File: src/ooo_macros.svh
`ifndef OOO_MACROS_SVH
`define OOO_MACROS_SVH

// data path width
`define OOO_XLEN      32

// register counts
`define OOO_NUM_ARCH  32
`define OOO_NUM_PHYS  64

// queue depths
`define OOO_ROB_DEPTH 16
`define OOO_RS_DEPTH  8

`endif

File: src/ooo_pkg.sv
`include "ooo_macros.svh"

package ooo_pkg;

    typedef logic [$clog2(`OOO_NUM_PHYS)-1:0]  phys_tag_t;
    typedef logic [$clog2(`OOO_NUM_ARCH)-1:0]  arch_reg_t;
    typedef logic [$clog2(`OOO_ROB_DEPTH)-1:0] rob_idx_t;

    typedef enum logic [3:0] {
        ALU_ADD, ALU_SUB, ALU_AND, ALU_OR, ALU_XOR,
        ALU_SLT, ALU_SLTU, ALU_SLL, ALU_SRL, ALU_SRA
    } alu_op_e;

    typedef struct packed {
        logic [6:0] funct7;
        arch_reg_t  rs2;
        arch_reg_t  rs1;
        logic [2:0] funct3;
        arch_reg_t  rd;
        logic [6:0] opcode;
    } r_fmt_t;

    typedef struct packed {
        logic [11:0] imm12;
        arch_reg_t   rs1;
        logic [2:0]  funct3;
        arch_reg_t   rd;
        logic [6:0]  opcode;
    } i_fmt_t;

    // register view or immediate view of the same word
    typedef union packed {
        r_fmt_t r;
        i_fmt_t i;
    } instr_u;

    typedef struct packed {
        alu_op_e              op;
        phys_tag_t            src1_tag;
        phys_tag_t            src2_tag;
        logic                 src1_rdy;
        logic                 src2_rdy;
        logic [`OOO_XLEN-1:0] imm;
        logic                 use_imm;
        phys_tag_t            dst_tag;
        rob_idx_t             rob_idx;
    } dispatch_t;

    typedef struct packed {
        logic                 valid;
        phys_tag_t            tag;
        rob_idx_t             rob_idx;
        logic [`OOO_XLEN-1:0] value;
    } cdb_t;

    typedef struct packed {
        logic                 valid;
        arch_reg_t            rd;
        logic [`OOO_XLEN-1:0] value;
        phys_tag_t            old_tag;
    } retire_t;

endpackage

File: src/arch_regfile_apb.sv
`timescale 1ns/100ps
`include "ooo_macros.svh"

module arch_regfile_apb (
    input  logic                 clk,
    input  logic                 rst_n,
    input  ooo_pkg::retire_t     retire,
    input  logic                 psel,
    input  logic                 penable,
    input  logic                 pwrite,
    input  logic [7:0]           paddr,
    input  logic [`OOO_XLEN-1:0] pwdata,
    output logic [`OOO_XLEN-1:0] prdata,
    output logic                 pready,
    output logic                 pslverr
);

    logic [`OOO_XLEN-1:0] regs [`OOO_NUM_ARCH];
    logic access;
    logic bad;

    assign access = psel && penable;
    assign bad = pwrite || paddr[7];  // read only, 32 words below 128
    assign pready = 1'b1;
    assign pslverr = access && bad;
    assign prdata = (access && !bad) ? regs[paddr[6:2]] : '0;

    // x0 is never written
    always_ff @(posedge clk) begin
        if (!rst_n) begin
            for (int i = 0; i < `OOO_NUM_ARCH; i++)
                regs[i] <= '0;
        end else if (retire.valid && retire.rd != '0) begin
            regs[retire.rd] <= retire.value;
        end
    end

endmodule

File: config.mk
export PLATFORM = sky130hd
export DESIGN_NAME = arch_regfile_apb
export DESIGN_NICKNAME = d
export VERILOG_FILES = /design/src/ooo_pkg.sv /design/src/arch_regfile_apb.sv
export VERILOG_INCLUDE_DIRS = /design/src /design/src/src
export SDC_FILE = /design/constraint.sdc
export NUM_CORES = 1
export LEC_CHECK = 0
export BUFFER_PORTS_ARGS = -buffer_cell sky130_fd_sc_hd__buf_2
export CAP_MARGIN = 10
export CELL_PAD_IN_SITES_DETAIL_PLACEMENT = 0
export CELL_PAD_IN_SITES_GLOBAL_PLACEMENT = 1
export CORE_MARGIN = 5
export CORE_UTILIZATION = 56
export CTS_BUF_LIST = sky130_fd_sc_hd__clkbuf_4
export DETAILED_ROUTE_END_ITERATION = 7
export MAX_ROUTING_LAYER = met4
export PLACE_DENSITY = 0.83
export SETUP_SLACK_MARGIN = 0.05
export SLEW_MARGIN = 20
export SYNTH_ARGS = -nofsm -noshare
export SYNTH_HDL_FRONTEND = slang
export SYNTH_SLANG_ARGS = --single-unit
File: constraint.sdc
create_clock -name clk -period 4.5 [get_ports clk]
set_input_delay 0.675 -clock clk [delete_from_list [all_inputs] [get_ports clk]]
set_output_delay 0.675 -clock clk [all_outputs]
set_load 0.05 [all_outputs]
==> impl_metrics.toml <==
[route]
firstDrtPassIters = 5
route.detailed.drc = 0
post_drt_wl_per_cell_um = 26.38
viasPerCell = 6.075
dr_total_vias = 26350
postRouteAntennaNets = 0
drtIter0Drc = 2749
routed_wirelength_mm = 114.4

[global_route]
grt.total_usage_pct = 26.55
grt_pass1_wl_mm = 171.5
grt_overflow = 0
antenna_found_initial = 8
grt_max_degree = 51
grt_pass1_vias = 28160

[timing]
finalSetupViolations = 0
rsz0062_at_grt = "no"
setup_tns_ns = 0
final-hold-violation-count = 0
min_period_ns = 3.779
max_slew_margin_pct = 37.31
timing.final.crit_share_pct = 83.98
slew_violations = 0
fmax_mhz = 264.6
worst_pin_slew_ns = 0.9393

[floorplan]
core_mm2 = 0.08224
start_util_pct = 56.64
die_w_um = 298.4
die_h_um = 298.4
num_io_pins = 123
die_area_mm2 = 0.08905
rows = 105

[clocking]
clockBufferDepth = 4
cts_buffers = 276
h-tree-depth = 5
clkTransAtPathRegs_ns = 0.07
cts_tree = "done"
cts_resized = 0
cts_hold_buffers = 0
ctsRootBufferMaster = "clkbuf_4"
cts_setup_buffers = 0
cts.sinks = 1024

[logic_synthesis]
synth_ff_type = "edfxtp_1"
synth_top_area_cell = "edfxtp_1"
synthSimpleGateAreaFrac_pct = 14.04
synth-edff-count = 1024
synth-compound-area-share_pct = 2.839
ys_top_cells_by_area = "edfxtp_1 (66%), and2_1 (13%), mux4_2 (9.7%)"
ys_seq_elements = 1024
synthXorXnorAreaFrac_pct = 0
synth.avg_cell_area_um2 = 15.91
synth-async-reset-ratio_pct = 0
synth_fa_ha_area_share_pct = 0
syn_area_mm2 = 0.04658
synth_top_family_by_area = "simple AND/OR/NAND/NOR gates"
synth.area.mux_share_pct = 13.77
yosysUniqueCellTypes = 36
synth_top_area_share_pct = 66.01
seq_area_frac_synth_pct = 66.01
synth_cells = 2927
ys_warn_count = 0

[place]
port_buffers = 81
place_congestion = 0.8408
dp.cells = 3907
hpwlAfterDp_mm = 69.25

[critical_path]
critical_path_buf_inv_count = 3
cp-end-kind = "output pin"
max_stage_delay_ns = 0.53
critPathRequiredTime_ns = 3.83
crit_fanout = 24
crit_chain = "buf_4 > buf_4 > mux4_2 > mux2i_1 > a221o_1 > a31oi_1 > buf_12"
cpMaxStageDelayCell = "mux4_2"
critPathTopFamily = "buffers and inverters"
crit_type = "in2out"
crit_arrival_ns = 3.10
start_kind = "input port"
critical_path.most_common_cell = "buf_4"

[finish]
finish.utilization_pct = 62.72
final_cells = 4337
area_growth_syn_to_layout_pct = 10.74
final_cell_mix = "edfxtp_1 (1024), and2_1 (993), clkbuf_4 (375)"
top_regs = "regs x1024"
multi_input_area_mm2 = 0.01486
n_fill_cell = 5884
largest_register = "regs"
largest_reg_flops = 1024
area.sequential_mm2 = 0.03075
final_layout_size_suffix_gt1_share_pct = 25.58
final_common_cell = "edfxtp_1"
final_nets = 3204

[pwr]
power.leakage_nw = 18.41
power_density_mw_per_mm2 = 388.5
peakVddDrop_uv = 240.9

[run_status]
status = "finished clean"

[job]
drv_cap = 0

[worst_hold_path]
min-delay-path-class = "in2reg"
## worst paths after layout
kind,from,cells after the start,slack [ns],end
max,paddr[2],7,0.72,prdata[16]
min,retire[20],2,0.16,regs[11][14]
## final cells by class
class,count,share of cell area [%]
Inverter,2,0.01698
Clock inverter,45,0.3833
Antenna cell,10,0.04851
Multi-Input combinational cell,1633,28.82
Tap cell,1070,2.596
Sequential cell,1024,59.61
Timing Repair Buffer,178,3.066
Clock buffer,375,5.458
## Yosys cell counts, types with 2 or more instances
master / instances
dlygate4sd1_1: 7
o2111ai_1: 8
nor2b_1: 2
mux2i_1: 128
o21ai_1: 6
edfxtp_1: 1024
nand4b_1: 2
and2_1: 993
clkbuf_1: 201
o21ai_0: 49
nand3b_1: 3
buf_8: 2
inv_1: 2
buf_6: 20
buf_2: 34
nand3_1: 2
buf_4: 20
nor2_1: 38
a221oi_1: 23
mux4_2: 200
buf_12: 3
a221o_1: 32
nand2_1: 19
clkbuf_8: 3
or3b_1: 2
a31oi_1: 32
clkbuf_2: 8
a22oi_1: 32
mux4_1: 24
conb_1: 2
## cell families after synthesis
family	after synthesis
and+or+nand+nor	1065
DFF	1024
muxes	352
buffers and inverters	301
AOI/OAI and AO/OA	183
other	2
## report_power, final
part / internal [mW] / switching [mW] / leakage, nW
logic: 0.563 / 0.922 / 6.83
registers: 11.0 / 0.138 / 9.75
clock network: 3.85 / 3.56 / 1.83
total: 15.4 / 4.62 / 18.4
## metrics by stage
stage | hold slack, ns | cell area (um2) | power, mW | setup slack (ns)
floorplan | 0.8732 | 46700 | 12.28 | 0.3744
global placement | 1.283 | 48420 | 12.74 | 0.6987
detailed placement | 1.310 | 48540 | 12.82 | 0.7362
CTS | 0.05356 | 51560 | 20.17 | 0.6950
global route | 0.09954 | 51580 | 20.85 | 0.6154
finish | 0.1642 | 51580 | 20.04 | 0.7208
## routing by layer
| metal | GRT usage, % | routed length (um) | vias up | share of wire (%) |
|---|---|---|---|---|
| met3 | 5.473 | 9446 | 180 | 8.3 |
| li1 | - | - | 11380 | - |
| met5 | - | 0 | - | 0 |
| met4 | 8.675 | 2533 | 0 | 2.2 |
| met2 | 43.41 | 58260 | 1216 | 51 |
| met1 | 33.85 | 44170 | 13570 | 39 |
Note: power is estimated with default switching activity, not from simulation.
