`src/ooo_macros.svh`:
```
`ifndef OOO_MACROS_SVH
`define OOO_MACROS_SVH

// data path width
`define OOO_XLEN      32

// register counts
`define OOO_NUM_ARCH  32
`define OOO_NUM_PHYS  64

// queue depths
`define OOO_ROB_DEPTH 16
`define OOO_RS_DEPTH  8

`endif

```
`src/ooo_pkg.sv`:
```
`include "ooo_macros.svh"

package ooo_pkg;

    typedef logic [$clog2(`OOO_NUM_PHYS)-1:0]  phys_tag_t;
    typedef logic [$clog2(`OOO_NUM_ARCH)-1:0]  arch_reg_t;
    typedef logic [$clog2(`OOO_ROB_DEPTH)-1:0] rob_idx_t;

    typedef enum logic [3:0] {
        ALU_ADD, ALU_SUB, ALU_AND, ALU_OR, ALU_XOR,
        ALU_SLT, ALU_SLTU, ALU_SLL, ALU_SRL, ALU_SRA
    } alu_op_e;

    typedef struct packed {
        logic [6:0] funct7;
        arch_reg_t  rs2;
        arch_reg_t  rs1;
        logic [2:0] funct3;
        arch_reg_t  rd;
        logic [6:0] opcode;
    } r_fmt_t;

    typedef struct packed {
        logic [11:0] imm12;
        arch_reg_t   rs1;
        logic [2:0]  funct3;
        arch_reg_t   rd;
        logic [6:0]  opcode;
    } i_fmt_t;

    // register view or immediate view of the same word
    typedef union packed {
        r_fmt_t r;
        i_fmt_t i;
    } instr_u;

    typedef struct packed {
        alu_op_e              op;
        phys_tag_t            src1_tag;
        phys_tag_t            src2_tag;
        logic                 src1_rdy;
        logic                 src2_rdy;
        logic [`OOO_XLEN-1:0] imm;
        logic                 use_imm;
        phys_tag_t            dst_tag;
        rob_idx_t             rob_idx;
    } dispatch_t;

    typedef struct packed {
        logic                 valid;
        phys_tag_t            tag;
        rob_idx_t             rob_idx;
        logic [`OOO_XLEN-1:0] value;
    } cdb_t;

    typedef struct packed {
        logic                 valid;
        arch_reg_t            rd;
        logic [`OOO_XLEN-1:0] value;
        phys_tag_t            old_tag;
    } retire_t;

endpackage

```
`src/phys_regfile.sv`:
```
`timescale 1ns/100ps
`include "ooo_macros.svh"

module phys_regfile (
    input  logic                 clk,
    input  logic                 rst_n,
    input  ooo_pkg::phys_tag_t   lookup1,
    input  ooo_pkg::phys_tag_t   lookup2,
    output logic                 lookup1_valid,
    output logic                 lookup2_valid,
    input  ooo_pkg::phys_tag_t   rd_tag_a,
    input  ooo_pkg::phys_tag_t   rd_tag_b,
    output logic [`OOO_XLEN-1:0] rd_data_a,
    output logic [`OOO_XLEN-1:0] rd_data_b,
    input  ooo_pkg::phys_tag_t   clear_tag,
    input  logic                 clear_en,
    input  ooo_pkg::cdb_t        cdb
);

    logic [`OOO_XLEN-1:0] prf [`OOO_NUM_PHYS];
    logic [`OOO_NUM_PHYS-1:0] prf_valid;

    assign lookup1_valid = prf_valid[lookup1];
    assign lookup2_valid = prf_valid[lookup2];
    assign rd_data_a = prf[rd_tag_a];
    assign rd_data_b = prf[rd_tag_b];

    // low half holds the initial architectural mapping
    always_ff @(posedge clk) begin
        if (!rst_n) begin
            prf_valid <= {{(`OOO_NUM_PHYS-`OOO_NUM_ARCH){1'b0}}, {`OOO_NUM_ARCH{1'b1}}};
        end else begin
            if (clear_en)
                prf_valid[clear_tag] <= 1'b0;
            if (cdb.valid)
                prf_valid[cdb.tag] <= 1'b1;
        end
    end

    always_ff @(posedge clk) begin
        if (!rst_n) begin
            for (int i = 0; i < `OOO_NUM_ARCH; i++)
                prf[i] <= '0;
        end else if (cdb.valid) begin
            prf[cdb.tag] <= cdb.value;
        end
    end

endmodule

```
`config.mk`:
```
export PLATFORM = sky130hd
export DESIGN_NAME = phys_regfile
export DESIGN_NICKNAME = d
export VERILOG_FILES = /design/src/ooo_pkg.sv /design/src/phys_regfile.sv
export VERILOG_INCLUDE_DIRS = /design/src /design/src/src
export SDC_FILE = /design/constraint.sdc
export NUM_CORES = 2
export LEC_CHECK = 0
export BUFFER_PORTS_ARGS = -buffer_cell sky130_fd_sc_hd__buf_4
export CORE_ASPECT_RATIO = 0.7
export CORE_MARGIN = 3
export CORE_UTILIZATION = 55
export DETAILED_ROUTE_END_ITERATION = 10
export HOLD_SLACK_MARGIN = 0.08
export PLACE_DENSITY = 0.75
export SLEW_MARGIN = 10
export SYNTH_ARGS = -nofsm -noshare
export SYNTH_HDL_FRONTEND = slang
export SYNTH_SLANG_ARGS = --single-unit
```
`constraint.sdc`:
```
create_clock -name clk -period 4.3 [get_ports clk]
set_clock_uncertainty 0.15 [all_clocks]
set_input_delay 0.43 -clock clk [delete_from_list [all_inputs] [get_ports clk]]
set_output_delay 0.43 -clock clk [all_outputs]
set_load 0.1 [all_outputs]
```
==> implementation parameters <==
Parameter                              Value

Yosys
  Ys flop type    edfxtp_1
  Adder and majority gate portion of the synthesized area    0%
  Portion of the post-synthesis area used by sequential elements    60.4%
  Dominant combinational cell family by area after synthesis    multiplexers
  Simple logic cell fraction of the synthesized area    roughly 8.3%
  Synthesized netlist net count    6123
  Cell variety after synth    44
  Number of flip-flops and latches in the synthesized netlist    2112
  Count of mapped cells out of synthesis    roughly 6000
  Mapped cell area    104000 µm²
  Multiplexer share of the synthesized area    23.9%
  Complex-gate fraction of the synthesized area    4.64%
  Area share of xor/xnor cells in the synthesized design    0%
  EDFF count, synth    2048
  Async set or reset register ratio after synthesis    0%
  Avg Synthesized Cell Area    between 15 and 20 µm²
  Warnings from Yosys    0

Floorplanning
  Standard cell core area    186000 µm²
  Site row count    132
  Initial core utilization    approximately 56%
  Die H    370 µm
  Die W    roughly 530 µm
  Num ports    142
  DIE AREA    194000 µm²

Detailed routing
  Detailed Route WL    374000 µm
  Iteration-0 DRC count of the detailed router    13666
  Number of nets still failing antenna checks after routing    0
  Routed via count divided by cell count    approximately 7.7
  Number of design rule violations left after detail routing    0
  Post-DR wirelength/cell    41.8 µm
  Number of optimization iterations in the first detailed-route pass    6
  Via count of the routed design    68952

STA
  Worst max-slew margin expressed relative to the limit    around 6.3%
  Number of hold violations in the final report    0
  Fin crit share    102%
  Final Worst Setup Slack    -0.0811 ns
  Slew @ Worst Pin    1.40 ns
  Worst hold slack    approximately 0.16 ns
  RSZ-0062 raised after global routing    false
  Fmax achieved    228 MHz
  Count of pins over their slew limit    0
  Final count of negative-setup-slack endpoints    3
  Final critical delay including setup and external delays    4.38 ns

Power
  Relative contribution of combinational cells to total power    13.4%
  Clock Power Share    between 30% and 40%
  Highest ir drop seen on vdd    0.477 mV
  Internal Pwr Total    between 30 and 40 mW
  Share of total power consumed by net switching    26.3%
  Psw    12.4 mW
  P_leak    38.9 nW
  Sequential group share of total power    49.6%
  Power density over the cells    about 400 nW/µm²

Clock network
  Clock Path Buffers    3
  Number of levels in the clock H-tree    4
  CTS root buffer    clkbuf_16
  Clock sink count    2112
  TritonCTS buffer count    198
  CTS tree    built
  Clock-pin slew of the registers on the worst-case setup and hold paths    0.06 ns
  Post-CTS setup buffer count    0
  Skew-Pair Late Insertion Delay    0.86 ns

Job
  Reported max-cap violation count    0

Placed design
  Total half-perimeter wirelength after legalization and detailed placement    approximately 230000 µm
  Count of buffers inserted at the top-level ports    137
  Gpl congestion    0.983

Cells and area
  Fill count    12710
  Layout cells sized above 1    32.6%
  Post-layout util    between 60% and 70%
  Number of nets in the layout    6363
  Area growth, synth to finish    13.2%

Global route
  Total congestion overflow    0
  Number of global-route vias before repair    65998
  Wire length of the first global-routing pass    515000 µm
  Initial antenna violation count    26
  Aggregate global-route resource usage    between 30% and 40%
  Largest net degree at the start of global routing    78

Critical path
  Nature of the critical path endpoint    output port
  Required @ worst endpoint    3.72 ns
  Crit Path Max Fanout    46
  Launching instance or port of the critical path    rd_tag_b[2]
  Arrival time reported for the critical path endpoint    3.80 ns
  Startpoint of the lowest-slack register-to-register path    prf_valid[0]$_SDFF_PN1_
  Element type at the critical path start    input port
  Critical path start-end classification    input port to output port

Min path
  Beginning of the worst hold path    clear_en
  Path class of the lowest-slack min-delay path    input port to register

Run status
  Status    finished with violations
  Violations in the final reports    setup timing
## metrics by stage
stage | setup TNS (ns) | power, mW | setup WS, ns | instances | instance area [µm²]
after floorplan | 0 | 27.3 | 0.0683 | 6047 | 104000
after global placement | -0.382 | 29.7 | -0.289 | 8509 | 111000
after detailed placement | -0.0613 | 29.8 | -0.0571 | 8509 | 111000
after CTS | 0 | 46.9 | 0.0301 | 8931 | 118000
after global routing | 0 | 48.1 | 0.00466 | 8934 | 118000
final | -0.116 | 47.2 | -0.0811 | 8946 | 118000
## cell usage after synthesis, types with 22 or more instances
master	count	area (µm²)
o211ai_1	34	255
edfxtp_1	2048	61500
nor2b_1	66	413
nand2b_1	44	275
o22ai_1	171	1070
and2_1	836	5230
buf_1	26	97.6
nor2_1	134	503
a22oi_1	122	916
buf_2	76	380
nand2_1	70	263
clkbuf_1	431	1620
mux4_2	1063	23900
a221oi_1	51	447
mux2i_1	57	571
o221ai_1	51	447
nor3_1	24	120
nand3_1	43	215
dfxtp_1	64	1280
buf_4	64	480
a21oi_1	67	335
a211oi_1	38	285
o21ai_0	93	465
a22o_1	34	298
and3_1	204	1280
nor4_1	22	138
## flip-flops by register name, indices dropped and copies added (netlist names)
signal     count
prf         2048
prf_valid     64
## cells in the final DEF, fill, tap and decap left out, drive strengths merged, types with 7 or more instances in the layout
| cell | n |
|---|---|
| a31oi | 12 |
| dlygate4sd3 | 56 |
| a211oi | 38 |
| nor2 | 135 |
| a221oi | 51 |
| a21oi | 67 |
| nand3b | 12 |
| buf | 600 |
| o22ai | 171 |
| nand2 | 70 |
| mux4 | 1068 |
| o22a | 19 |
| edfxtp | 2048 |
| diode | 14 |
| o211ai | 34 |
| clkbuf | 238 |
| clkinv | 101 |
| bufinv | 15 |
| nor3 | 24 |
| and2 | 836 |
| nor4 | 22 |
| o21ai | 94 |
| inv | 7 |
| nand3 | 43 |
| o221ai | 51 |
| a22oi | 122 |
| and3 | 204 |
| dfxtp | 64 |
| nor2b | 66 |
| mux2 | 18 |
| mux2i | 57 |
| nand2b | 44 |
| a22o | 34 |
## layout make-up
class | count | area [µm²] | share of cell area [%]
diodes | 14 | 35.0 | 0.0298
clock inverters | 128 | 1120 | 0.956
clock buffers | 238 | 5150 | 4.38
well taps | 2479 | 3100 | 2.64
repair buffers | 656 | 6120 | 5.21
multi-input cells | 3318 | 39300 | 33.4
flip-flops and latches | 2112 | 62800 | 53.4
inverters | 1 | 3.75 | 0.00319
## path summary, 6_finish.rpt
| kind | endpoint | slack (ns) | cells after the start |
|---|---|---|---|
| max | rd_data_b[8] | -0.08 | 9 |
| max reg2reg | prf_valid[0]$_SDFF_PN1_ | 2.86 | 3 |
| min reg2reg | prf_valid[2]$_SDFF_PN1_ | 0.34 | 2 |
| min | prf_valid[54]$_SDFF_PN0_ | 0.16 | 4 |
## routing by layer
layer / part of all wire [%] / GRT usage (%)
met2: 41 / 51.8
met3: 20 / 21.9
met1: 32 / 49.0
met5: 0.066 / 0.716
met4: 6.2 / 20.0
## critical path, stage by stage
cell     delay [ns]
buf_8          0.32
or3_1          0.51
buf_4          0.26
buf_4          0.16
o22ai_1        0.20
nor4_1         0.90
buf_4          0.23
o22a_1         0.28
buf_4          0.35
## power by group through the flow
stage               registers (mW)  clock network [mW]  logic [mW]
detailed placement            23.8                   0        5.98
global placement              23.8                   0        5.93
global route                  23.4                18.3        6.37
floorplan                     23.7                   0        3.55
finish                        23.4                17.4        6.34
CTS                           23.4                17.4        6.06
## cells by family (layout without fill, tap and decap cells)
logic type,Yosys count,in the layout
buffers and inverters,617,1023
other,0,14
muxes,1143,1143
DFF,2112,2112
AOI/OAI and AO/OA,699,699
and+or+nand+nor,1476,1476
## repair_timing
action                      CTS  global route
hold endpoints to repair   1084             0
hold buffers                 56             0
setup endpoints to repair     2             5
cloned                        0             0
resized for setup             2             6
Note: power is estimated with default switching activity, not from simulation.
