[config.mk]
export PLATFORM = sky130hd
export DESIGN_NAME = alu_unit
export DESIGN_NICKNAME = d
export VERILOG_FILES = /design/src/ooo_pkg.sv /design/src/alu_unit.sv
export VERILOG_INCLUDE_DIRS = /design/src /design/src/src
export SDC_FILE = /design/constraint.sdc
export NUM_CORES = 1
export LEC_CHECK = 0
export BUFFER_PORTS_ARGS = -buffer_cell sky130_fd_sc_hd__buf_2
export CELL_PAD_IN_SITES_DETAIL_PLACEMENT = 1
export CELL_PAD_IN_SITES_GLOBAL_PLACEMENT = 2
export CORE_MARGIN = 3
export CORE_UTILIZATION = 33
export CTS_CLUSTER_DIAMETER = 30
export DETAILED_ROUTE_END_ITERATION = 8
export PLACE_DENSITY_LB_ADDON = 0.1
export SLEW_MARGIN = 20
export SYNTH_ARGS = -nofsm -noshare
export SYNTH_HDL_FRONTEND = slang
export SYNTH_SLANG_ARGS = --single-unit
[constraint.sdc]
create_clock -name clk -period 5.1 [get_ports clk]
set_input_delay 0.255 -clock clk [delete_from_list [all_inputs] [get_ports clk]]
set_output_delay 0.255 -clock clk [all_outputs]
set_load 0.005 [all_outputs]
[src/ooo_macros.svh]
`ifndef OOO_MACROS_SVH
`define OOO_MACROS_SVH

// data path width
`define OOO_XLEN      32

// register counts
`define OOO_NUM_ARCH  32
`define OOO_NUM_PHYS  64

// queue depths
`define OOO_ROB_DEPTH 16
`define OOO_RS_DEPTH  8

`endif

[src/ooo_pkg.sv]
`include "ooo_macros.svh"

package ooo_pkg;

    typedef logic [$clog2(`OOO_NUM_PHYS)-1:0]  phys_tag_t;
    typedef logic [$clog2(`OOO_NUM_ARCH)-1:0]  arch_reg_t;
    typedef logic [$clog2(`OOO_ROB_DEPTH)-1:0] rob_idx_t;

    typedef enum logic [3:0] {
        ALU_ADD, ALU_SUB, ALU_AND, ALU_OR, ALU_XOR,
        ALU_SLT, ALU_SLTU, ALU_SLL, ALU_SRL, ALU_SRA
    } alu_op_e;

    typedef struct packed {
        logic [6:0] funct7;
        arch_reg_t  rs2;
        arch_reg_t  rs1;
        logic [2:0] funct3;
        arch_reg_t  rd;
        logic [6:0] opcode;
    } r_fmt_t;

    typedef struct packed {
        logic [11:0] imm12;
        arch_reg_t   rs1;
        logic [2:0]  funct3;
        arch_reg_t   rd;
        logic [6:0]  opcode;
    } i_fmt_t;

    // register view or immediate view of the same word
    typedef union packed {
        r_fmt_t r;
        i_fmt_t i;
    } instr_u;

    typedef struct packed {
        alu_op_e              op;
        phys_tag_t            src1_tag;
        phys_tag_t            src2_tag;
        logic                 src1_rdy;
        logic                 src2_rdy;
        logic [`OOO_XLEN-1:0] imm;
        logic                 use_imm;
        phys_tag_t            dst_tag;
        rob_idx_t             rob_idx;
    } dispatch_t;

    typedef struct packed {
        logic                 valid;
        phys_tag_t            tag;
        rob_idx_t             rob_idx;
        logic [`OOO_XLEN-1:0] value;
    } cdb_t;

    typedef struct packed {
        logic                 valid;
        arch_reg_t            rd;
        logic [`OOO_XLEN-1:0] value;
        phys_tag_t            old_tag;
    } retire_t;

endpackage

[src/alu_unit.sv]
`timescale 1ns/100ps
`include "ooo_macros.svh"

module alu_unit (
    input  logic                 clk,
    input  logic                 rst_n,
    input  ooo_pkg::dispatch_t   issue,
    input  logic                 issue_en,
    input  logic [`OOO_XLEN-1:0] opnd_a,
    input  logic [`OOO_XLEN-1:0] opnd_b,
    output ooo_pkg::cdb_t        cdb
);
    import ooo_pkg::*;

    logic [`OOO_XLEN-1:0] b;
    logic [`OOO_XLEN-1:0] result;
    logic [4:0] shamt;

    assign b = issue.use_imm ? issue.imm : opnd_b;
    assign shamt = b[4:0];

    always_comb begin
        case (issue.op)
            ALU_SUB:  result = opnd_a - b;
            ALU_AND:  result = opnd_a & b;
            ALU_OR:   result = opnd_a | b;
            ALU_XOR:  result = opnd_a ^ b;
            ALU_SLT:  result = {{(`OOO_XLEN-1){1'b0}}, $signed(opnd_a) < $signed(b)};
            ALU_SLTU: result = {{(`OOO_XLEN-1){1'b0}}, opnd_a < b};
            ALU_SLL:  result = opnd_a << shamt;
            ALU_SRL:  result = opnd_a >> shamt;
            ALU_SRA:  result = $signed(opnd_a) >>> shamt;
            default:  result = opnd_a + b;
        endcase
    end

    always_ff @(posedge clk) begin
        if (!rst_n)
            cdb.valid <= 1'b0;
        else
            cdb.valid <= issue_en;
        cdb.tag <= issue.dst_tag;
        cdb.rob_idx <= issue.rob_idx;
        cdb.value <= result;
    end

endmodule

==> impl_metrics.tcl, run 1 <==
set metrics [dict create \
    reg_top3 "cdb (43)" \
    rows 63 \
    cts_resized 0 \
    synthesis.nets 1618 \
    routedWlPerCell_um 28.4 \
    critPathBufInv 2 \
    maxSlewViolCount 0 \
    vdd_drop_max_v 0.000131 \
    path_delay_family "compound AO/OA/AOI/OAI gates" \
    top_level_ports 171 \
    nets 1700 \
    route.vias.total 12000 \
    die_y_um 182 \
    syn_to_final_growth_pct 11.7 \
    dp_hpwl_mm 40.1 \
    cp-end-kind "register" \
    grtUsageTotal_pct 30.7 \
    avgViaCountPerCell 6.42 \
    post-route-min-period_ns 4.22 \
    numClockSinks 43 \
    synth_edf_count 0 \
    antenna_cells 0 \
    max_stage_delay_ns 0.60 \
    cts_made_buffers 5 \
    rsz0062_at_grt "no" \
    gp_congestion 0.947 \
    coreArea_sq_um 30000 \
    synth_ff_type "dfxtp_1" \
    grt_pass1_vias 11700 \
    setup_violations 0 \
    layout_commonest_cell "buf_2" \
    netlist_instances 1391 \
    drtAntennaViolNets 0 \
    grt_start_max_net_pins 59 \
    hold_viol_final 0 \
    ys_ff_latch 43 \
    power_density_nw_per_um2 202 \
    fillers 3769 \
    criticalPathCategory "input port to register" \
    clk_path_buf_depth 2 \
    cts_setup_buffers 0 \
    crit_fanout 14 \
    antenna_found_initial 1 \
    drt-initial-drc-count 1322 \
    crit_arrival_ns 4.41 \
    max_freq_mhz 237 \
    yosysWarnings 0 \
    cts_tree "done" \
    die_x_um 182 \
    slowest_stage "a21oi_1" \
    clk_pin_slew_ns 0.08 \
    largest_register_ffs 43 \
    netlist_area_sq_um 10200 \
    required_ns 5.29 \
    final_cell_mix "buf_2, nor2_1, a21oi_1" \
    outcome "finished, final reports clean" \
    async_reset_ff_share_pct 0 \
    drc 0 \
    hp-class "input port to register" \
    grt_overflow 0 \
    ctsHtreeMaxLevel 2 \
    critical_path.cell_chain "buf_2 -> buf_4 -> mux2i_1 -> ha_1 -> and3_1 -> nand2_1 -> or3_1 -> a211oi_1 -> nor2_1 -> a21oi_1 -> o221ai_1 -> a211o_1" \
    synthDistinctLibCells 79 \
    cap_violations 0 \
    drive_above_1_share_pct 17.4 \
    top_register "cdb" \
    root_buffer "clkbuf_16" \
    die_area_sq_um 33000 \
    initial_core_util_pct 33.9 \
    ys_seq_area_share_pct 8.45 \
    wl_mm 52.9 \
    cp-start-kind "input port" \
    tns_ns 0 \
    slew_headroom_pct 31.5 \
    p_leak_uw 0.00506 \
    first_pass_iters 5 \
    portBuffers 156 \
    tightestPinTransition_ns 1.00 \
    grt_pass1_wl_mm 77.7 \
    fin_util_pct 37.9 \
    fin_crit_sh_pct 82.7 \
    syn_area_per_cell_sq_um 7.32 \
    hold_buffers 0 \
]
-- cell families after synthesis --
logic type,synth area share [%]
flip-flops,8.45
multiplexers,19.8
XOR/XNOR,0.516
AND/OR/NAND/NOR,17.2
AO/OA/AOI/OAI,33.5
adder cells (fa/ha/maj),12.3
buffers and inverters,8.23
-- final timing paths --
check	from	cells past startpoint	slack [ns]	endpoint
min	issue[3]	1	0.04	cdb[35]
max	issue[10]	12	0.88	cdb[25]
-- metal layers --
metal,track usage [%],share of wire [%]
met5,0,0.015
met4,8.44,2.9
met3,4.15,7.9
met2,48.3,44
met1,43.9,45
-- stage by stage --
stage	cell area (sq um)	setup WS, ns	cells	power, uW	hold slack [ns]
2_1_floorplan	10200	0.772	1391	1350	0.283
3_3_place_gp	11200	0.665	1856	1880	0.358
3_5_place_dp	11200	0.632	1856	1890	0.359
4_1_cts	11400	0.965	1864	2270	0.0339
5_1_grt	11400	0.692	1864	2430	0.0326
6_report	11400	0.883	1864	2300	0.0407
-- synthesized netlist by cell type (5+ instances only) --
library cell / instances / area (sq um)
a31oi_1: 14 / 87.6
buf_2: 28 / 140
o31ai_1: 10 / 75.1
o21bai_1: 13 / 97.6
mux4_1: 5 / 131
nor2b_1: 14 / 87.6
nor2_1: 138 / 518
nand2b_1: 10 / 62.6
a211oi_1: 26 / 195
o2111ai_1: 13 / 114
a21oi_1: 127 / 636
nand3_1: 22 / 110
mux2i_1: 103 / 1030
a41oi_1: 6 / 52.6
o21ai_0: 93 / 465
o221ai_1: 19 / 166
buf_1: 14 / 52.6
a221o_1: 12 / 120
mux4_2: 34 / 766
ha_1: 97 / 1210
xnor2_1: 6 / 52.6
and3_1: 13 / 81.3
a211o_1: 8 / 70.1
a22oi_1: 15 / 113
nor3_1: 25 / 125
nand2_1: 119 / 447
o21a_1: 11 / 82.6
o211ai_1: 36 / 270
inv_1: 87 / 327
and2_1: 8 / 50.1
o22ai_1: 14 / 87.6
a21o_1: 24 / 180
clkbuf_1: 61 / 229
o21ai_1: 5 / 25.0
dfxtp_1: 43 / 861
or3_1: 14 / 87.6
a221oi_1: 14 / 123
-- final cells by class --
type	count	area (sq um)	area share [%]
Inverter	91	342	3.00
Clock buffer	5	125	1.10
Clock inverter	3	25.0	0.220
Tap cell	390	488	4.29
Sequential cell	43	861	7.57
Timing Repair Buffer	186	1010	8.84
Multi-Input combinational cell	1146	8530	75.0
-- power by group --
| part | internal, uW | total [uW] | switching, uW |
|---|---|---|---|
| sequential | 397 | 413 | 16.3 |
| combinational | 537 | 1510 | 972 |
| clock | 185 | 373 | 188 |
Note: power is estimated with default switching activity, not from simulation.
==> run 2, diff against run 1 <==
clock period = 4.2 ns   (was 5.1 ns; I/O delays follow)
==> impl_metrics.tcl, run 2 (synthesis gave the netlist of run 1 again) <==
set metrics [dict create \
    grt_overflow 0 \
    syn_to_final_growth_pct 15.9 \
    ctsHtreeMaxLevel 2 \
    max_stage_delay_ns 0.61 \
    clk_pin_slew_ns 0.07 \
    grtUsageTotal_pct 32.0 \
    critical_path.cell_chain "buf_2 -> mux2i_4 -> inv_2 -> ha_1 -> inv_1 -> fa_1 -> nor2b_1 -> o211ai_1 -> a211oi_1 -> o21ai_1 -> o21ai_0 -> a41oi_1 -> o21ai_0 -> a21boi_0 -> o32ai_1" \
    drt-initial-drc-count 1180 \
    antenna_found_initial 4 \
    tightestPinTransition_ns 1.09 \
    crit_arrival_ns 4.00 \
    fin_util_pct 39.3 \
    crit_end "cdb[30]" \
    cp_common_cell "o21ai_0" \
    maxSlewViolCount 0 \
    switching_share_pct 50.8 \
    top_register "cdb" \
    numClockSinks 43 \
    vdd_drop_max_v 0.000155 \
    setup_violations 0 \
    largest_register_ffs 43 \
    hold_viol_final 0 \
    rows 63 \
    routedWlPerCell_um 28.7 \
    route.vias.total 12300 \
    p_leak_uw 0.00531 \
    coreArea_sq_um 30000 \
    reg_top3 "cdb (43)" \
    drive_above_1_share_pct 19.4 \
    crit_fanout 3 \
    cts_tree "done" \
    gp_congestion 1.02 \
    wl_mm 54.9 \
    first_pass_iters 5 \
    fin_crit_sh_pct 90.0 \
    cts_setup_buffers 0 \
    grt_pass1_wl_mm 80.6 \
    dp_hpwl_mm 42.7 \
    hp-class "input port to register" \
    rsz0062_at_grt "no" \
    power_density_nw_per_um2 244 \
    nets 1749 \
    outcome "finished, final reports clean" \
    cap_violations 0 \
    die_area_sq_um 33000 \
    grt_pass1_vias 12200 \
    final_area_sq_um 11800 \
    grt_start_max_net_pins 59 \
    intPower_uw 1420 \
    final_cell_mix "buf_2, nor2_1, a21oi_1" \
    max_freq_mhz 265 \
    p_seq_share_pct 17.4 \
    drc 0 \
    portBuffers 156 \
    top_level_ports 171 \
    required_ns 4.42 \
    slew_headroom_pct 25.7 \
    antenna_cells 0 \
    cts_made_buffers 5 \
    p_comb_share_pct 66.6 \
    drtAntennaViolNets 0 \
    slowest_stage "a211oi_1" \
    initial_core_util_pct 33.9 \
    criticalPathCategory "input port to register" \
    clk_path_buf_depth 2 \
    place_area_sq_um 11500 \
    cp-end-kind "register" \
    die_x_um 182 \
    pwr-share-clk_pct 16.1 \
    p_sw_uw 1460 \
    cp-start-kind "input port" \
    root_buffer "clkbuf_16" \
    layout_commonest_cell "buf_2" \
    avgViaCountPerCell 6.42 \
    post-route-min-period_ns 3.78 \
    die_y_um 182 \
    cp-startpoint "issue[10]" \
]
[run 2: what timing repair did]
action,CTS,global route
hold buffers,10,0
resized for setup,0,1
hold endpoints to repair,10,0
endpoints found under the setup margin,0,1
[run 2: power groups by stage]
stage	clock network [uW]	logic, uW	registers [uW]
detailed placement	0	1860	510
CTS	476	1880	502
floorplan	0	1120	521
global route	485	2060	510
global placement	0	1840	509
finish	463	1920	501
[run 2: area by class of cell]
type	instances	area (sq um)
clock buffer	5	125
tap	390	488
fill	3784	18200
sequential	43	861
clock inverter	3	26.3
multi-input combinational	1146	8520
timing repair buffer	235	1440
inverter	91	342
[run 2: through the flow]
step	setup slack (ns)	power, uW	instances	setup TNS (ns)	hold slack [ns]
2_1_floorplan	0.0536	1640	1391	0	0.238
3_3_place_gp	0.0973	2350	1895	0	0.313
3_5_place_dp	-0.0320	2370	1895	-0.0320	0.315
4_1_cts	0.285	2860	1913	0	0.0908
5_1_grt	0.176	3050	1913	0	0.0879
6_report	0.421	2880	1913	0	0.0948
[run 2: critical path, delay by kind of cell]
kind | cells | cell delay, ns
muxes | 1 | 0.19
and+or+nand+nor | 1 | 0.29
adders and majority gates | 2 | 0.61
buffers and inverters | 3 | 0.28
AOI/OAI and AO/OA | 8 | 2.41
[run 2: worst min-delay path by stage]
| stage | from | end | slack [ns] | cells past startpoint |
|---|---|---|---|---|
| floorplan | issue[0] | cdb[32] | 0.24 | 0 |
| global placement | issue[7] | cdb[39] | 0.31 | 1 |
| detailed placement | issue[9] | cdb[41] | 0.31 | 1 |
| CTS | issue_en | cdb[42] | 0.09 | 2 |
| global route | issue_en | cdb[42] | 0.09 | 2 |
| finish | issue_en | cdb[42] | 0.09 | 2 |
[run 2: per-layer routing]
layer  global-route usage, %  wire length, um  share of wire (%)  vias up
li1                        -                -                  -     5481
met1                    45.6            24700                 45     6117
met2                    50.1            24300                 44      589
met3                    5.05             4350                7.9       96
met4                    8.87             1520                2.8        4
met5                       0               27              0.049        -
