## config.mk

```make
export PLATFORM = sky130hd
export DESIGN_NAME = reservation_station
export DESIGN_NICKNAME = d
export VERILOG_FILES = /design/src/ooo_pkg.sv /design/src/reservation_station.sv
export VERILOG_INCLUDE_DIRS = /design/src /design/src/src
export SDC_FILE = /design/constraint.sdc
export NUM_CORES = 1
export LEC_CHECK = 0
export ABC_AREA = 0
export ABC_CLOCK_PERIOD_IN_PS = 8950
export CORE_UTILIZATION = 55
export CTS_BUF_LIST = sky130_fd_sc_hd__clkbuf_4 sky130_fd_sc_hd__clkbuf_8
export DETAILED_ROUTE_END_ITERATION = 7
export DONT_BUFFER_PORTS = 1
export PLACE_DENSITY = 0.82
export SETUP_SLACK_MARGIN = 0.15
export SLEW_MARGIN = 10
export SYNTH_ARGS = -nofsm -noshare
export SYNTH_HDL_FRONTEND = slang
export SYNTH_SLANG_ARGS = --single-unit
```

## constraint.sdc

```tcl
create_clock -name clk -period 8.95 [get_ports clk]
set_clock_uncertainty 0.05 [all_clocks]
set_input_delay 1.79 -clock clk [delete_from_list [all_inputs] [get_ports clk]]
set_output_delay 1.79 -clock clk [all_outputs]
set_load 0.01 [all_outputs]
```

## src/ooo_macros.svh

```systemverilog
`ifndef OOO_MACROS_SVH
`define OOO_MACROS_SVH

// data path width
`define OOO_XLEN      32

// register counts
`define OOO_NUM_ARCH  32
`define OOO_NUM_PHYS  64

// queue depths
`define OOO_ROB_DEPTH 16
`define OOO_RS_DEPTH  8

`endif

```

## src/ooo_pkg.sv

```systemverilog
`include "ooo_macros.svh"

package ooo_pkg;

    typedef logic [$clog2(`OOO_NUM_PHYS)-1:0]  phys_tag_t;
    typedef logic [$clog2(`OOO_NUM_ARCH)-1:0]  arch_reg_t;
    typedef logic [$clog2(`OOO_ROB_DEPTH)-1:0] rob_idx_t;

    typedef enum logic [3:0] {
        ALU_ADD, ALU_SUB, ALU_AND, ALU_OR, ALU_XOR,
        ALU_SLT, ALU_SLTU, ALU_SLL, ALU_SRL, ALU_SRA
    } alu_op_e;

    typedef struct packed {
        logic [6:0] funct7;
        arch_reg_t  rs2;
        arch_reg_t  rs1;
        logic [2:0] funct3;
        arch_reg_t  rd;
        logic [6:0] opcode;
    } r_fmt_t;

    typedef struct packed {
        logic [11:0] imm12;
        arch_reg_t   rs1;
        logic [2:0]  funct3;
        arch_reg_t   rd;
        logic [6:0]  opcode;
    } i_fmt_t;

    // register view or immediate view of the same word
    typedef union packed {
        r_fmt_t r;
        i_fmt_t i;
    } instr_u;

    typedef struct packed {
        alu_op_e              op;
        phys_tag_t            src1_tag;
        phys_tag_t            src2_tag;
        logic                 src1_rdy;
        logic                 src2_rdy;
        logic [`OOO_XLEN-1:0] imm;
        logic                 use_imm;
        phys_tag_t            dst_tag;
        rob_idx_t             rob_idx;
    } dispatch_t;

    typedef struct packed {
        logic                 valid;
        phys_tag_t            tag;
        rob_idx_t             rob_idx;
        logic [`OOO_XLEN-1:0] value;
    } cdb_t;

    typedef struct packed {
        logic                 valid;
        arch_reg_t            rd;
        logic [`OOO_XLEN-1:0] value;
        phys_tag_t            old_tag;
    } retire_t;

endpackage

```

## src/reservation_station.sv

```systemverilog
`timescale 1ns/100ps
`include "ooo_macros.svh"

module reservation_station (
    input  logic               clk,
    input  logic               rst_n,
    input  ooo_pkg::dispatch_t disp,
    input  logic               disp_en,
    output logic               full,
    input  ooo_pkg::cdb_t      cdb,
    output ooo_pkg::dispatch_t issue,
    output logic               issue_en,
    output ooo_pkg::phys_tag_t opnd_tag_a,
    output ooo_pkg::phys_tag_t opnd_tag_b
);
    import ooo_pkg::*;

    localparam int DEPTH = `OOO_RS_DEPTH;
    localparam int IW = $clog2(DEPTH);

    dispatch_t ent [DEPTH];  // index 0 is the oldest
    dispatch_t nxt [DEPTH];
    logic [IW:0] count;
    logic [IW:0] count_kept;
    logic [IW-1:0] sel;

    // scan down so the lowest ready index wins
    always_comb begin
        issue_en = 1'b0;
        sel = '0;
        for (int i = DEPTH - 1; i >= 0; i--) begin
            if (i < int'(count) && ent[i].src1_rdy && ent[i].src2_rdy) begin
                issue_en = 1'b1;
                sel = IW'(i);
            end
        end
    end

    assign issue = ent[sel];
    assign opnd_tag_a = issue.src1_tag;
    assign opnd_tag_b = issue.src2_tag;
    assign full = (count == (IW+1)'(DEPTH));
    assign count_kept = count - (IW+1)'(issue_en);

    always_comb begin
        for (int i = 0; i < DEPTH - 1; i++)
            nxt[i] = (issue_en && i >= int'(sel)) ? ent[i + 1] : ent[i];  // close the gap
        nxt[DEPTH - 1] = ent[DEPTH - 1];
        for (int i = 0; i < DEPTH; i++) begin
            if (cdb.valid && nxt[i].src1_tag == cdb.tag)
                nxt[i].src1_rdy = 1'b1;
            if (cdb.valid && nxt[i].src2_tag == cdb.tag)
                nxt[i].src2_rdy = 1'b1;
        end
    end

    always_ff @(posedge clk) begin
        if (!rst_n)
            count <= '0;
        else
            count <= count_kept + (IW+1)'(disp_en);
    end

    // new entry lands just behind the survivors
    always_ff @(posedge clk) begin
        for (int i = 0; i < DEPTH; i++)
            ent[i] <= (disp_en && i == int'(count_kept)) ? disp : nxt[i];
    end

endmodule

```

==> results <==
- The clock tree from TritonCTS is done.
- Of the synthesized area, sequential elements account for 0.509.
- The global-route wire length before repair is 135000 um.
- Setup repair after global routing left no endpoint under its margin.
- The final layout contains routed wiring with a total length of 88900 um.
- After synthesis, the netlist uses 78 different library cells.
- Counting flops with a built-in enable in the synthesized netlist gives 388.
- The number of nets with antenna violations after detailed routing is 0.
- The via count of the first global-routing pass came to about 23000.
- The largest individual stage delay along the critical path comes from the cell sky130_fd_sc_hd__nand2_2.
- Row generation in the floorplan step produced 80 rows.
- The kind of start point of the critical path is a flip-flop.
- Once the clock tree was built, the setup fixing pass inserted 0 buffers.
- The path class of the tightest hold or removal check is reg2reg.
- The synthesized design contains between 400 and 500 register bits.
- For met1 alone, demand over resource in global routing was 0.443.
- After detailed routing, the average wire length per cell comes to 25.9 um.
- The run finished with clean final reports.
- The hold path startpoint is ent[2][50].
- The ratio of total power to cell area is 498 mW/mm2.
- The detailed router finished its first iteration with about 3800 violations.
- The final critical-path setup slack is 1.56 ns.
- The worst voltage drop across the vdd grid is 487 uV.
- In this design, the stage delay of the slowest critical-path cell is 0.92 ns.
- In the global route stage, met3 resource usage came out at 0.105.
- The share of total power dissipated in combinational logic is 0.505.
- The relative contribution of sequential cells to total power is 0.350.
- Once the clock tree was built, the resizer swapped 0 gates to a different size.
- In this run, post-CTS hold repair placed 0 buffers.
- The destination of the worst hold path is ent[2][50].
- The worst register-to-register path begins at count[3].
- After global routing the overflow that remains totals 0.
- The setup check on the worst reg-to-reg path leaves a slack of ~2.5 ns.
- The leading register cell type out of synthesis is sky130_fd_sc_hd__edfxtp_1.
- The buffer depth of the longest clock path is 3.
- The share of the synthesized area in the top cell type is 0.432.
- In the final timing run, aggregate negative setup slack is 0 ns.
- Measured against its own limit, the worst slew margin works out to 0.146.
- The floorplan step set the die height to 223 um.
- The cell area after synthesis is 0.0270 mm2.
- The endpoint identified for the worst register-to-register timing path is ent[6][16].
- The signal on the critical path passes through a211oi_2, o21ai_2, a21oi_1, nor2_4, buf_4, nand2_2, buf_4, a211oi_1, a211oi_1.
- The global-route layer with the greatest usage is met2.
- From synthesis to final layout, the design area changed by 6.47%.
- The number of iterations in the first detailed-routing pass is 6.
- Counting every instance in the synthesized netlist gives 2904.
- The core footprint is 0.0480 mm2.
- The met2 track demand over resource in global routing is 0.548.
- The final setup violation count is 0.
- The number of cells on the worst reg-to-reg path is 11.
- The largest net degree at the start of global routing is about 110.
- Dividing the synthesized area by the synthesized cell count gives 9.28 um2.
- For this design the static power due to leakage is approximately 12 nW.
- The detailed router placed 23800 vias in this run.
- The die outline width is 223 um.
- For this design the total switching power over the nets is around 6.8 mW.
- 0 antenna diodes ended up in the layout.
- The insertion delay of the later-clocked pin in the worst-skew pair is just under 0.7 ns.
- The clock tree root driver cell is sky130_fd_sc_hd__clkbuf_8.
- The number of sinks on the clock net is about 500.
- Total power for the finished layout comes to 14.3 mW.
- For this run, asynchronously set or reset flops after synthesis account for 0.
- Counting the buffers created by CTS gives 83.
- For this run, the number of Yosys warnings is 0.
- The start-to-end type of the worst setup path is reg2out.
- The sum of buffers and inverters on the critical path is 2.
- After synthesis, the cell types taking the most area are sky130_fd_sc_hd__edfxtp_1, sky130_fd_sc_hd__nand2_1, sky130_fd_sc_hd__dfxtp_1, sky130_fd_sc_hd__nand3_1, sky130_fd_sc_hd__a211oi_1.
- The number of maximum-capacitance constraint violations is 0.
- The worst setup path is captured at an output pin.
- The switching portion of total power is 0.478.
- For this run, the number of standard cells in the final layout without fillers is 3433.
- sky130_fd_sc_hd__edfxtp_1 takes more of the synthesized area than any other cell.
- The placer's final routability congestion estimate is ~0.9.
- After clock tree synthesis, the clock-pin slew on the worst setup and hold paths is 0.06 ns.
- The H-tree depth reported by CTS is 3.
- Data arrives at the worst endpoint at 5.55 ns.
- Of the total power, the clock network draws 0.145.
- The worst hold slack is 0.476 ns.
- Detailed placement ended at an HPWL of between 40000 and 50000 um.
- The count of unresolved DRC violations after routing is 0.
- The worst hold path was traced through 2 stages.
- Across every metal layer, demand over resource in global routing totals 0.351.
- The required time of the critical path is 7.11 ns.
- The count of buffers from port buffering is 0.
- The internal power of the cells totals 7.46 mW.
- The initial antenna violation count is 0.
- The number of nets handed over by synthesis was 3015.
- Timing analysis after detailed placement gives a worst setup slack of 2.55 ns.
- The transition at the pin with the smallest max-transition slack is 1.28 ns.
- The effective utilization at floorplan is 0.561.
- The maximum operating frequency is about 0.14 GHz.
- The overall die area is 0.0499 mm2.
- In the final layout, the share of cells above drive strength 1 is 0.103.
- After detailed routing, the number of vias per cell comes to 6.94.
- Once placement completed, the tool counted placed cells totaling 3284.
- Of all nets on the critical path, the largest fanout is 60.
- In this run the count of I/O pins placed on the die edge is ~180.
- The count of endpoints failing hold in the final timing report is 0.
- Grouping stages by cell kind, the critical path spends the most delay in compound AO/OA/AOI/OAI gates.
- Dividing the final minimum period by the clock period gives 0.825.
- The time the worst path needs with I/O delays and setup is 7.39 ns.
- The net total in the final layout is around 2900.
- The count of pins over their slew limit came to 0.
cells in the mapped netlist, types with 67 or more instances:
master and number:
sky130_fd_sc_hd__nor3_1 72, sky130_fd_sc_hd__a31oi_1 89, sky130_fd_sc_hd__a211oi_1 181, sky130_fd_sc_hd__a21oi_1 148
sky130_fd_sc_hd__edfxtp_1 388, sky130_fd_sc_hd__nand3_1 304, sky130_fd_sc_hd__mux2i_1 67, sky130_fd_sc_hd__nor2_1 110
sky130_fd_sc_hd__clkbuf_1 154, sky130_fd_sc_hd__and3_1 123, sky130_fd_sc_hd__dfxtp_1 104, sky130_fd_sc_hd__nand2_1 688
registers in the layout, indices dropped and copies added, names as in the netlist:
register  count
count         4
ent         488
layer usage:
| layer | up-vias | wire length (um) |
|---|---|---|
| li1 | 10300 | - |
| met5 | - | 0 |
| met2 | 2020 | 40000 |
| met4 | 0 | 3940 |
| met1 | 11200 | 31200 |
| met3 | 338 | 13700 |
power groups by stage:
stage,registers [mW],clock network (mW),logic (mW)
after CTS,4.96,2.07,6.98
after global routing,5.11,2.16,7.57
final,5.00,2.07,7.21
after detailed placement,4.99,0,6.95
after floorplan,4.80,0,4.99
after global placement,4.92,0,6.73
placed cells by master (no fill, tap or decap), types with 4 or more instances in the layout:
master                     count
sky130_fd_sc_hd__inv_1        17
sky130_fd_sc_hd__buf_4        41
sky130_fd_sc_hd__mux2i_1      67
sky130_fd_sc_hd__a22o_1       47
sky130_fd_sc_hd__or2_2         4
sky130_fd_sc_hd__and2_1        6
sky130_fd_sc_hd__and3_1      123
sky130_fd_sc_hd__nand2_1     677
sky130_fd_sc_hd__nor2_1      104
sky130_fd_sc_hd__nand2_2      10
sky130_fd_sc_hd__a31oi_1      89
sky130_fd_sc_hd__ha_1          4
sky130_fd_sc_hd__xor2_1       25
sky130_fd_sc_hd__nor3_2        6
sky130_fd_sc_hd__clkbuf_8     89
sky130_fd_sc_hd__a211oi_1    181
sky130_fd_sc_hd__xnor2_1      61
sky130_fd_sc_hd__nand3_1     303
sky130_fd_sc_hd__o21ai_0      23
sky130_fd_sc_hd__a21oi_1     148
sky130_fd_sc_hd__nor2_4        9
sky130_fd_sc_hd__mux2_2       59
sky130_fd_sc_hd__nor3_1       68
sky130_fd_sc_hd__edfxtp_1    388
sky130_fd_sc_hd__clkbuf_4     31
sky130_fd_sc_hd__dfxtp_1     104
sky130_fd_sc_hd__nand4_1      10
sky130_fd_sc_hd__clkinv_1     20
sky130_fd_sc_hd__nor4_1        9
sky130_fd_sc_hd__o211ai_1      7
cell families (layout without fill, tap and decap cells):
kind of cell             Yosys count  after routing  synth area share
multiplexers                     126            126            0.0495
flip-flops                       492            492             0.509
adder cells (fa/ha/maj)            4              4           0.00186
AO/OA/AOI/OAI                    548            548             0.139
AND/OR/NAND/NOR                 1354           1354             0.226
XOR/XNOR                          86             86            0.0279
buffers and inverters            294            208            0.0462
cell type report:
class | count | area, um2
Multi-Input combinational cell | 2118 | 12200
Timing Repair Buffer | 41 | 308
Inverter | 18 | 67.6
Tap cell | 615 | 769
Fill cell | 3948 | 19300
Clock inverter | 29 | 206
Clock buffer | 120 | 1460
Sequential cell | 492 | 13700
worst register-to-register path, cell delays in order, from the launching register on:
cell	delay (ns)
sky130_fd_sc_hd__dfxtp_1	0.55
sky130_fd_sc_hd__o311ai_4	0.68
sky130_fd_sc_hd__o21ai_4	0.40
sky130_fd_sc_hd__nor2_2	0.58
sky130_fd_sc_hd__nand2_1	0.31
sky130_fd_sc_hd__ha_1	0.29
sky130_fd_sc_hd__ha_1	0.19
sky130_fd_sc_hd__xor2_1	0.31
sky130_fd_sc_hd__nand2_1	0.33
sky130_fd_sc_hd__or3_1	0.80
sky130_fd_sc_hd__nand2_2	1.10
sky130_fd_sc_hd__buf_4	0.50
worst max path at each step:
stage | from | endpoint | slack [ns] | depth (start not counted)
final | count[3] | issue[4] | 1.56 | 9
after global routing | count[3] | issue[58] | 1.51 | 9
after CTS | count[3] | issue[4] | 1.79 | 9
after detailed placement | count[3] | issue[4] | 2.55 | 9
after global placement | count[3] | issue[4] | 2.65 | 9
after floorplan | count[1] | ent[7][43] | 1.39 | 12
metrics by stage:
stage                     instance area, um2   util
final                                  28700  0.597
after detailed placement               27000  0.563
after CTS                              28700  0.597
after global routing                   28700  0.597
after global placement                 27000  0.563
after floorplan                        27000      -
Power figures use the tool's default switching activity.
